==> config.mk <==
export PLATFORM = sky130hd
export DESIGN_NAME = sel_loop_top
export DESIGN_NICKNAME = d
export VERILOG_FILES = /design/src/verilog/sel_pkg.sv /design/src/verilog/sel_ctrl_regs.sv /design/src/verilog/setpoint_slew.sv /design/src/verilog/xy_pi_clip.sv /design/src/verilog/lock_detect.sv /design/src/verilog/mp_proc.sv /design/src/verilog/sel_loop_top.sv
export SDC_FILE = /design/constraint.sdc
export NUM_CORES = 2
export LEC_CHECK = 0
export BUFFER_PORTS_ARGS = -buffer_cell sky130_fd_sc_hd__buf_2
export CAP_MARGIN = 40
export CORE_MARGIN = 4
export CORE_UTILIZATION = 60
export CTS_CLUSTER_SIZE = 28
export DETAILED_ROUTE_END_ITERATION = 7
export MAX_ROUTING_LAYER = met4
export PLACE_DENSITY = 0.77
export SYNTH_ARGS = -nofsm -noshare
export SYNTH_HDL_FRONTEND = slang
export SYNTH_SLANG_ARGS = --single-unit
==> constraint.sdc <==
create_clock -name clk -period 16.2 [get_ports clk]
set_input_delay 1.62 -clock clk [delete_from_list [all_inputs] [get_ports clk]]
set_output_delay 1.62 -clock clk [all_outputs]
set_load 0.005 [all_outputs]
==> src/verilog/sel_pkg.sv <==
`default_nettype none

package sel_pkg;

	// sample width on every data path
	localparam int data_w = 18;
	// cycles per time-multiplexed frame
	localparam int frame_len = 8;
	// magnitude setpoint to X-domain scale, product taken >> 17
	localparam int cordic_comp = 96667;
	// one radian as a 17-bit fraction of a revolution
	localparam int one_radian = 20861;
	// right shift after each gain product
	localparam int pi_shift = 17;

	typedef enum logic [3:0] {
		addr_set_m      = 4'd0,
		addr_set_p      = 4'd1,
		addr_ph_offset  = 4'd2,
		addr_sel_thresh = 4'd3,
		addr_kp_x       = 4'd4,
		addr_ki_x       = 4'd5,
		addr_kp_y       = 4'd6,
		addr_ki_y       = 4'd7,
		addr_lim_x_hi   = 4'd8,
		addr_lim_x_lo   = 4'd9,
		addr_lim_y_hi   = 4'd10,
		addr_lim_y_lo   = 4'd11,
		addr_ctrl       = 4'd12
	} reg_addr_e;

	typedef struct packed {
		logic [15:0] rsvd;
		logic set_slew;
		logic sel_en;
	} ctrl_flags_t;

	// one host word, a signed control value or the flag bits of addr_ctrl
	typedef union packed {
		logic signed [data_w-1:0] value;
		ctrl_flags_t flags;
	} host_data_u;

	typedef struct packed {
		logic stb;
		reg_addr_e addr;
		host_data_u data;
	} host_wr_t;

	typedef struct packed {
		logic signed [data_w-1:0] kp;
		logic signed [data_w-1:0] ki;
		logic signed [data_w-1:0] lim_hi;
		logic signed [data_w-1:0] lim_lo;
	} pi_gain_t;

	typedef struct packed {
		logic signed [data_w-1:0] set_m;
		logic signed [data_w-1:0] set_p;
		logic signed [data_w-1:0] ph_offset;
		logic signed [data_w-1:0] sel_thresh;
		pi_gain_t gain_x;
		pi_gain_t gain_y;
		logic sel_en;
		logic set_slew;
	} loop_cfg_t;

	typedef struct packed {
		logic [3:0] mag_over;
		logic [3:0] ph_over;
		logic x_hi;
		logic y_hi;
		logic x_lo;
		logic y_lo;
	} cmp_event_t;

	// chan 0 is X, 1 is Y; hold clears the integrator
	typedef struct packed {
		logic stb;
		logic chan;
		logic signed [data_w-1:0] err;
		logic hold;
	} pi_err_t;

endpackage

`default_nettype wire

==> src/verilog/sel_ctrl_regs.sv <==
`default_nettype none

module sel_ctrl_regs (
	input logic clk,
	input logic rst_n,
	input logic sync,
	input sel_pkg::host_wr_t host_wr,
	output sel_pkg::loop_cfg_t cfg
);

	// staged copy, written by the host at any cycle
	sel_pkg::loop_cfg_t shadow;

	always_ff @(posedge clk) begin
		if (!rst_n) begin
			shadow <= '0;
			cfg <= '0;
		end else begin
			if (host_wr.stb) begin
				case (host_wr.addr)
					sel_pkg::addr_set_m: shadow.set_m <= host_wr.data.value;
					sel_pkg::addr_set_p: shadow.set_p <= host_wr.data.value;
					sel_pkg::addr_ph_offset: shadow.ph_offset <= host_wr.data.value;
					sel_pkg::addr_sel_thresh: shadow.sel_thresh <= host_wr.data.value;
					sel_pkg::addr_kp_x: shadow.gain_x.kp <= host_wr.data.value;
					sel_pkg::addr_ki_x: shadow.gain_x.ki <= host_wr.data.value;
					sel_pkg::addr_kp_y: shadow.gain_y.kp <= host_wr.data.value;
					sel_pkg::addr_ki_y: shadow.gain_y.ki <= host_wr.data.value;
					sel_pkg::addr_lim_x_hi: shadow.gain_x.lim_hi <= host_wr.data.value;
					sel_pkg::addr_lim_x_lo: shadow.gain_x.lim_lo <= host_wr.data.value;
					sel_pkg::addr_lim_y_hi: shadow.gain_y.lim_hi <= host_wr.data.value;
					sel_pkg::addr_lim_y_lo: shadow.gain_y.lim_lo <= host_wr.data.value;
					sel_pkg::addr_ctrl: begin
						// flag view of the same word
						shadow.sel_en <= host_wr.data.flags.sel_en;
						shadow.set_slew <= host_wr.data.flags.set_slew;
					end
					default: begin
					end
				endcase
			end
			// whole set moves at the frame boundary
			// a write in the sync cycle itself waits one more frame
			if (sync) begin
				cfg <= shadow;
			end
		end
	end

	// host must only use defined register addresses
	a_host_addr: assert property (@(posedge clk) disable iff (!rst_n)
		host_wr.stb |-> (host_wr.addr <= sel_pkg::addr_ctrl));

endmodule

`default_nettype wire

==> src/verilog/setpoint_slew.sv <==
`default_nettype none

module setpoint_slew #(
	parameter int slew_shift = 8
) (
	input logic clk,
	input logic rst_n,
	input logic step,
	input logic enable,
	input logic signed [17:0] target,
	output logic signed [17:0] active
);

	// largest move per step
	localparam logic signed [18:0] max_step = 19'sd1 <<< slew_shift;

	logic signed [18:0] diff;
	logic near;

	// one extra bit so the difference cannot wrap
	assign diff = {target[17], target} - {active[17], active};
	// within one step of target, land on it exactly
	assign near = (diff <= max_step) && (diff >= -max_step);

	always_ff @(posedge clk) begin
		if (!rst_n) begin
			active <= '0;
		end else if (step) begin
			if (!enable || near) begin
				active <= target;
			end else if (diff > 0) begin
				active <= active + max_step[17:0];
			end else begin
				active <= active - max_step[17:0];
			end
		end
	end

endmodule

`default_nettype wire

==> src/verilog/xy_pi_clip.sv <==
`default_nettype none

module xy_pi_clip (
	input logic clk,
	input logic rst_n,
	input sel_pkg::pi_err_t err_in,
	input sel_pkg::pi_gain_t gain_x,
	input sel_pkg::pi_gain_t gain_y,
	output logic signed [17:0] drive_x,
	output logic signed [17:0] drive_y,
	output logic [1:0] clip_hi,
	output logic [1:0] clip_lo
);

	localparam int dw = sel_pkg::data_w;
	localparam int pw = 2 * dw;
	// gain term width after the shift
	localparam int tw = pw - sel_pkg::pi_shift;
	localparam int sw = tw + 1;

	// s1 is one cycle after the strobe, s2 two cycles after
	sel_pkg::pi_err_t s1, s2;
	sel_pkg::pi_gain_t g_mul, g1, g2;
	logic signed [dw-1:0] integ_x, integ_y, integ_s1, integ_s2;
	logic signed [dw-1:0] mul_k, mul_e, int_clip, out_clip;
	logic signed [pw-1:0] prod, prod_q;
	logic signed [tw-1:0] ki_term, kp_term;
	logic signed [sw-1:0] int_sum, out_sum;
	logic out_hi, out_lo;

	// hi wins at or above lim_hi, lo below lim_lo
	function automatic logic signed [dw-1:0] clip(input logic signed [sw-1:0] v,
			input logic signed [dw-1:0] hi, input logic signed [dw-1:0] lo);
		if (v >= hi) begin
			return hi;
		end else if (v < lo) begin
			return lo;
		end
		return v[dw-1:0];
	endfunction

	assign g1 = s1.chan ? gain_y : gain_x;
	assign g2 = s2.chan ? gain_y : gain_x;

	// single multiplier
	// ki on the strobe cycle straight from the input, kp two cycles later
	assign g_mul = err_in.stb ? (err_in.chan ? gain_y : gain_x) : g2;
	assign mul_k = err_in.stb ? g_mul.ki : g_mul.kp;
	assign mul_e = err_in.stb ? err_in.err : s2.err;
	assign prod = mul_k * mul_e;

	assign ki_term = tw'(prod_q >>> sel_pkg::pi_shift);
	assign kp_term = tw'(prod >>> sel_pkg::pi_shift);

	// integrator step uses the registered ki product
	assign integ_s1 = s1.chan ? integ_y : integ_x;
	assign int_sum = sw'(integ_s1) + sw'(ki_term);
	assign int_clip = clip(int_sum, g1.lim_hi, g1.lim_lo);

	// output sum sees the integrator already updated at s1
	assign integ_s2 = s2.chan ? integ_y : integ_x;
	assign out_sum = sw'(integ_s2) + sw'(kp_term);
	assign out_clip = clip(out_sum, g2.lim_hi, g2.lim_lo);
	assign out_hi = out_sum >= g2.lim_hi;
	assign out_lo = !out_hi && (out_sum < g2.lim_lo);

	always_ff @(posedge clk) begin
		prod_q <= prod;
	end

	always_ff @(posedge clk) begin
		if (!rst_n) begin
			s1 <= '0;
			s2 <= '0;
			integ_x <= '0;
			integ_y <= '0;
			drive_x <= '0;
			drive_y <= '0;
			clip_hi <= '0;
			clip_lo <= '0;
		end else begin
			s1 <= err_in;
			s2 <= s1;
			// hold empties the integrator, output is then kp alone
			if (s1.stb && s1.chan) begin
				integ_y <= s1.hold ? '0 : int_clip;
			end
			if (s1.stb && !s1.chan) begin
				integ_x <= s1.hold ? '0 : int_clip;
			end
			if (s2.stb && s2.chan) begin
				drive_y <= out_clip;
				clip_hi[1] <= out_hi;
				clip_lo[1] <= out_lo;
			end
			if (s2.stb && !s2.chan) begin
				drive_x <= out_clip;
				clip_hi[0] <= out_hi;
				clip_lo[0] <= out_lo;
			end
		end
	end

	// a new strobe may not land on a pending kp cycle
	a_mul_free: assert property (@(posedge clk) disable iff (!rst_n)
		!(err_in.stb && s2.stb));

	// integrator settles inside the limits in force when it was updated
	a_integ_x: assert property (@(posedge clk) disable iff (!rst_n)
		(s1.stb && !s1.chan && !s1.hold) |=>
		(integ_x <= $past(gain_x.lim_hi)) && (integ_x >= $past(gain_x.lim_lo)));
	a_integ_y: assert property (@(posedge clk) disable iff (!rst_n)
		(s1.stb && s1.chan && !s1.hold) |=>
		(integ_y <= $past(gain_y.lim_hi)) && (integ_y >= $past(gain_y.lim_lo)));

endmodule

`default_nettype wire

==> src/verilog/lock_detect.sv <==
`default_nettype none

module lock_detect #(
	parameter int thresh_shift = 9
) (
	input logic clk,
	input logic rst_n,
	input logic mag_stb,
	input logic ph_stb,
	input logic [16:0] abs_err,
	input logic signed [17:0] set_m,
	output logic [7:0] over
);

	logic [1:0] load;
	logic [16:0] base [2];

	assign load = {ph_stb, mag_stb};
	// coarsest threshold of each channel, finer ones by halving
	assign base[0] = 17'(set_m >>> thresh_shift);
	assign base[1] = 17'(sel_pkg::one_radian >> thresh_shift);

	for (genvar c = 0; c < 2; c++) begin : g_chan
		logic [16:0] err_q, thr_q, cmp_a, cmp_b;
		logic [1:0] idx;
		logic busy;
		logic [3:0] flags;

		// first compare straight from the input, then recirculate
		assign cmp_a = load[c] ? abs_err : err_q;
		assign cmp_b = load[c] ? base[c] : thr_q;

		always_ff @(posedge clk) begin
			err_q <= cmp_a;
			thr_q <= cmp_b >> 1;
		end

		always_ff @(posedge clk) begin
			if (!rst_n) begin
				idx <= '0;
				busy <= 1'b0;
				flags <= '0;
			end else if (load[c] || busy) begin
				// strictly above the threshold
				flags[load[c] ? 2'd0 : idx] <= cmp_a > cmp_b;
				idx <= load[c] ? 2'd1 : idx + 2'd1;
				busy <= load[c] || (idx != 2'd3);
			end
		end

		// magnitude in the low nibble, phase in the high one
		assign over[4*c +: 4] = flags;
	end

endmodule

`default_nettype wire

==> src/verilog/mp_proc.sv <==
`default_nettype none

module mp_proc #(
	parameter int thresh_shift = 9,
	parameter int slew_shift = 8
) (
	input logic clk,
	input logic rst_n,
	input logic sync,
	input logic signed [17:0] in_mp,
	input sel_pkg::loop_cfg_t cfg,
	output logic out_sync,
	output logic signed [17:0] out_xy,
	output logic signed [18:0] out_ph,
	output sel_pkg::cmp_event_t cmp_event
);

	localparam int cw = $clog2(sel_pkg::frame_len);
	localparam logic signed [17:0] comp = 18'(sel_pkg::cordic_comp);

	logic [cw-1:0] slot_q, slot;
	logic running, amp_ok;
	logic step_stb, mag_stb, ph_stb, cap_stb;
	logic signed [17:0] cav_m, cav_p, set_m_act, mag_err, ph_err, drive_p;
	logic signed [17:0] drive_x, drive_y;
	logic signed [18:0] mag_diff;
	logic signed [35:0] set_prod;
	logic [16:0] err_abs;
	logic [1:0] clip_hi, clip_lo;
	logic [7:0] over;
	sel_pkg::pi_err_t pi_err;
	// frame k results, shown during frame k+1
	logic signed [17:0] q_x, q_y, q_set_x, q_drive_p, q_set_p;

	// slot 0 is the sync cycle itself
	assign slot = sync ? '0 : slot_q;

	// nothing runs before the first sync
	assign step_stb = running && (slot == cw'(1));
	assign mag_stb = running && (slot == cw'(2));
	assign ph_stb = running && (slot == cw'(3));
	assign cap_stb = running && (slot == cw'(sel_pkg::frame_len - 1));

	always_ff @(posedge clk) begin
		if (!rst_n) begin
			slot_q <= '0;
			running <= 1'b0;
			amp_ok <= 1'b0;
		end else begin
			slot_q <= slot + cw'(1);
			running <= running || sync;
			// hysteresis, on above sel_thresh, off below half of it
			if (step_stb && (cav_m > cfg.sel_thresh)) begin
				amp_ok <= 1'b1;
			end else if (step_stb && (cav_m < (cfg.sel_thresh >>> 1))) begin
				amp_ok <= 1'b0;
			end
		end
	end

	always_ff @(posedge clk) begin
		if (slot == cw'(0)) begin
			cav_m <= in_mp;
		end
		if (slot == cw'(1)) begin
			cav_p <= in_mp;
		end
		// X setpoint, scaled for the CORDIC gain
		set_prod <= set_m_act * comp;
	end

	// steps once per frame, after cfg has moved to this frame
	setpoint_slew #(.slew_shift(slew_shift)) u_slew (
		.clk(clk), .rst_n(rst_n), .step(step_stb), .enable(cfg.set_slew),
		.target(cfg.set_m), .active(set_m_act)
	);

	// magnitude error saturates, phase error wraps
	assign mag_diff = {cav_m[17], cav_m} - {set_m_act[17], set_m_act};
	assign mag_err = (mag_diff[18] == mag_diff[17]) ? mag_diff[17:0] :
		{mag_diff[18], {17{~mag_diff[18]}}};
	assign ph_err = cav_p - cfg.set_p;

	// X in slot 2, Y in slot 3
	assign pi_err.stb = mag_stb || ph_stb;
	assign pi_err.chan = ph_stb;
	assign pi_err.err = ph_stb ? ph_err : mag_err;
	assign pi_err.hold = !amp_ok;

	xy_pi_clip u_pi (
		.clk(clk), .rst_n(rst_n), .err_in(pi_err), .gain_x(cfg.gain_x), .gain_y(cfg.gain_y),
		.drive_x(drive_x), .drive_y(drive_y), .clip_hi(clip_hi), .clip_lo(clip_lo)
	);

	// ones-complement magnitude, -1 reads as 0
	assign err_abs = pi_err.err[17] ? ~pi_err.err[16:0] : pi_err.err[16:0];

	// magnitude thresholds scale with the active setpoint
	lock_detect #(.thresh_shift(thresh_shift)) u_lock (
		.clk(clk), .rst_n(rst_n), .mag_stb(mag_stb), .ph_stb(ph_stb),
		.abs_err(err_abs), .set_m(set_m_act), .over(over)
	);

	// phase is passed on only while SEL tracking is allowed
	assign drive_p = (cfg.sel_en && amp_ok) ? cav_p + cfg.ph_offset : '0;

	always_ff @(posedge clk) begin
		if (!rst_n) begin
			q_x <= '0;
			q_y <= '0;
			q_set_x <= '0;
			q_drive_p <= '0;
			q_set_p <= '0;
			cmp_event <= '0;
		end else if (cap_stb) begin
			q_x <= drive_x;
			q_y <= drive_y;
			q_set_x <= set_prod[34:17];
			q_drive_p <= drive_p;
			q_set_p <= cfg.set_p;
			cmp_event <= '{mag_over: over[3:0], ph_over: over[7:4], x_hi: clip_hi[0],
				y_hi: clip_hi[1], x_lo: clip_lo[0], y_lo: clip_lo[1]};
		end
	end

	assign out_sync = sync;

	// output slot multiplexer, phases widened by a zero LSB
	always_comb begin
		out_xy = '0;
		out_ph = '0;
		case (slot)
			cw'(0): out_xy = q_x;
			cw'(1): begin
				out_xy = q_y;
				out_ph = {q_drive_p, 1'b0};
			end
			cw'(2): out_xy = q_set_x;
			cw'(3): out_ph = {q_set_p, 1'b0};
			default: begin
			end
		endcase
	end

	// once started, sync comes back every frame_len cycles
	a_sync_period: assert property (@(posedge clk) disable iff (!rst_n)
		sync |=> !sync [*(sel_pkg::frame_len - 1)] ##1 sync);

endmodule

`default_nettype wire

==> src/verilog/sel_loop_top.sv <==
`default_nettype none

module sel_loop_top #(
	parameter int thresh_shift = 9,
	parameter int slew_shift = 8
) (
	input logic clk,
	input logic rst_n,
	input logic sync,
	input logic signed [17:0] in_mp,
	input sel_pkg::host_wr_t host_wr,
	output logic out_sync,
	output logic signed [17:0] out_xy,
	output logic signed [18:0] out_ph,
	output sel_pkg::cmp_event_t cmp_event
);

	// applied controls, steady for a whole frame
	sel_pkg::loop_cfg_t cfg;

	sel_ctrl_regs u_regs (
		.clk(clk), .rst_n(rst_n), .sync(sync), .host_wr(host_wr), .cfg(cfg)
	);

	mp_proc #(.thresh_shift(thresh_shift), .slew_shift(slew_shift)) u_proc (
		.clk(clk), .rst_n(rst_n), .sync(sync), .in_mp(in_mp), .cfg(cfg),
		.out_sync(out_sync), .out_xy(out_xy), .out_ph(out_ph), .cmp_event(cmp_event)
	);

endmodule

`default_nettype wire

==> results.yml <==
worst_setup_path:
  critPathArrivalTime_ns: 15.93
  crit_type: "register to register"
  crit_path_start_kind: "register"
  crit_slowest_cell: "fa_1"
  r2r_start: "u_proc.cav_p[2]"
  cp.required_ns: 16.69
  setup.worst_path.start: "u_proc.cav_p[2]"
  rr_worst_depth: 56
  reg2reg_to: "u_proc.u_pi.drive_x[2]"
  path_max_fanout: 24
  cp-end-kind: "register"
  crit_top_cell: "o21ai_0"
  reg2reg_slack_ns: 0.75
  slowest_delay_ns: 0.55
synth:
  synth_commonest_cells: "957 x nand2_1, 783 x dfxtp_1, 741 x inv_1, 624 x nor2_1, 512 x a21oi_1"
  ys_seq_area_share_pct: 29.14
  synth_area_per_cell_um2: 8.846
  synth.most_common_cell: "nand2_1"
  ys_types: 96
  synth_ff_type: "dfxtp_1"
  syn_nets: 7525
  syn_inst: 6512
  syn-cell-area_mm2: 0.05761
  ys_warn_count: 0
  synth.area.top_cells: "dfxtp_1 27%, fa_1 17%, ha_1 10%"
  synth_edf_count: 37
  async_flop_share_pct: 0
  synth.top_cell.area_share_pct: 27.21
  synth_seq_cells: 820
  synth_top_cell_by_area: "dfxtp_1"
min_path:
  hold_class: "register to register"
  min_to: "u_proc.u_pi.s2[5]"
  whs_path_depth: 1
  hold_start: "u_proc.u_pi.s1[5]"
power_and_ir_drop:
  p_sw_share_pct: 29.12
  p_leak_nw: 28.06
  pwr-share-seq_pct: 41.4
  clkPwrFrac_pct: 40.0
  total_power_mw: 5.165
  internal_power_mw: 3.661
  p_per_area_mw_per_mm2: 82.43
  comb_power_share_pct: 18.6
  ir_drop_mv: 0.09801
  p_switching_mw: 1.504
drt:
  ant_nets: 0
  drtPass1Iterations: 6
  wirelength_um: 175300
  routedWlPerCell_um: 22.34
  drt_iter0_drc: 4576
  vias: 46800
  drc_errors: 0
  viasPerCell: 5.964
timing:
  setup_viol: 0
  clock_skew_ns: 0.02837
  rsz0062_at_grt: "false"
  clock.fmax_mhz: 64.73
  relSlewSlack_pct: 33.09
  tightest_slew_ns: 0.9758
  layout_min_cycle_time_ns: 15.45
  finalCritPeriodShare_pct: 95.36
  hold_violations: 0
  slew_violations: 0
  finalSetupTns_ns: 0
finish:
  layoutNonFillerInstCount: 7847
  nets: 7522
  drive_gt1_share_pct: 7.055
  area_growth_pct: 8.775
  fill_cells: 7643
  design_area_mm2: 0.06266
clock_network:
  cts.sinks: 820
  cts_tree: "done"
  htree_levels: 3
  numCtsBuffers: 85
  clk_latency_ns: 0.66
  clk_pin_slew_worst_paths_ns: 0.06
  clockRootBuffer: "clkbuf_16"
  cts.path.max_buffers: 3
  postCtsSetupBuffers: 0
die:
  initial_core_util_pct: 60.54
  ios: 94
  die_x_um: 317.9
  die_h_um: 317.9
  coreArea_mm2: 0.09515
  dieArea_mm2: 0.1010
  num_rows: 113
grt:
  grt_pass1_wl_um: 267000
  grt_max_degree: 108
  antenna_found_initial: 9
  grtUsageTotal_pct: 34.99
  grt_overflow_total: 0
  grt_pass1_vias: 45020
place:
  dp_hpwl_um: 134200
  placed_area_mm2: 0.05966
  placed_cells: 7686
  port_buffers: 92
  gp_congestion: 0.9998
run:
  maxCapViolCount: 0
outcome:
  outcome: "finished clean"
## cell type report
class / instances / area (um^2) / share of cell area (%)
Multi-Input combinational cell: 4645 / 36930 / 58.93
Sequential cell: 820 / 16790 / 26.80
Inverter: 745 / 2804 / 4.475
Clock buffer: 117 / 2470 / 3.942
Tap cell: 1265 / 1583 / 2.526
Timing Repair Buffer: 212 / 1577 / 2.516
Clock inverter: 38 / 495.5 / 0.7907
Antenna cell: 5 / 12.51 / 0.01997
## routing by layer
layer	wire length (um)	vias up	global-route usage, %
li1	-	21440	-
met1	73850	22900	48.12
met2	78380	2070	52.70
met3	15870	392	5.406
met4	7232	0	12.79
met5	0	-	-
## worst max-delay path by stage
stage,to,slack [ns],cells past startpoint
global placement,u_proc.u_pi.drive_x[2],0.88,51
detailed placement,u_proc.u_pi.drive_x[2],0.86,56
CTS,u_proc.u_pi.drive_x[2],0.81,56
finish,u_proc.u_pi.drive_x[2],0.75,56
floorplan,u_proc.u_pi.drive_x[17],2.02,58
global route,u_proc.u_pi.drive_x[2],0.14,57
## sequential cells by signal (all words and copies together) (netlist names), 19 cells and up, named ones only
| name | flops |
|---|---|
| u_regs.shadow | 218 |
| u_proc.u_lock.g_chan.thr_q | 21 |
| u_regs.cfg | 218 |
| u_proc.u_pi.s1 | 21 |
| u_proc.u_lock.g_chan.err_q | 33 |
| u_proc.u_pi.prod_q | 19 |
| u_proc.u_pi.s2 | 20 |
## cell usage in the layout, fill, tap and decap left out, drive strengths merged, types with 10 or more instances in the layout
cell type / n
a211oi: 49
a21o: 92
a21oi: 513
a22o: 49
a22oi: 35
a31oi: 10
and2: 39
and3: 13
buf: 211
clkbuf: 118
clkinv: 24
dfxtp: 783
edfxtp: 37
fa: 487
ha: 482
inv: 748
mux2: 53
mux2i: 385
nand2: 957
nand2b: 55
nand3: 44
nand4: 32
nor2: 624
nor2b: 40
nor3: 57
nor4: 14
o211ai: 14
o21a: 66
o21ai: 174
o21bai: 41
o31ai: 11
or2: 16
xnor2: 122
xor2: 45
## power by group through the flow
| stage | clock network (mW) | logic [mW] | registers (mW) |
|---|---|---|---|
| after floorplan | 0 | 0.655 | 2.16 |
| after global placement | 0 | 0.902 | 2.18 |
| after detailed placement | 0 | 0.932 | 2.18 |
| after CTS | 2.08 | 0.943 | 2.13 |
| after global routing | 2.16 | 1.04 | 2.14 |
| final | 2.07 | 0.961 | 2.14 |
## per-stage QoR
stage / util (%) / hold WS (ns) / worst slack, ns
6_report: 65.85 / 0.4338 / 0.7513
5_1_grt: 65.85 / 0.4479 / 0.1397
4_1_cts: 65.82 / 0.4338 / 0.8121
3_5_place_dp: 62.70 / 0.4062 / 0.8563
3_3_place_gp: 62.27 / 0.4105 / 0.8783
2_1_floorplan: - / 0.3968 / 2.021
## cell families after synthesis
| group | share of synthesized area [%] |
|---|---|
| other | 0.006510 |
| buffers and inverters | 6.909 |
| and+or+nand+nor | 13.93 |
| AOI/OAI and AO/OA | 12.30 |
| DFF | 29.14 |
| xor gates and xnor gates | 2.539 |
| muxes | 7.726 |
| adders and majority gates | 27.45 |
## timing repair
item,4_1_cts,5_1_grt
hold buffers,0,0
resized for setup,0,3
endpoints found under the hold margin,0,0
setup endpoints to repair,0,34
## worst max-delay path: cells and delay by family (launching register included)
family / cells / cell delay [ns]
AO/OA/AOI/OAI: 25 / 5.99
XOR/XNOR: 2 / 0.55
multiplexers: 2 / 0.42
adder cells (fa/ha/maj): 10 / 4.34
buffers and inverters: 8 / 1.53
flip-flops: 1 / 0.48
AND/OR/NAND/NOR: 9 / 1.99
No activity file was read; power rests on OpenSTA's default activity.
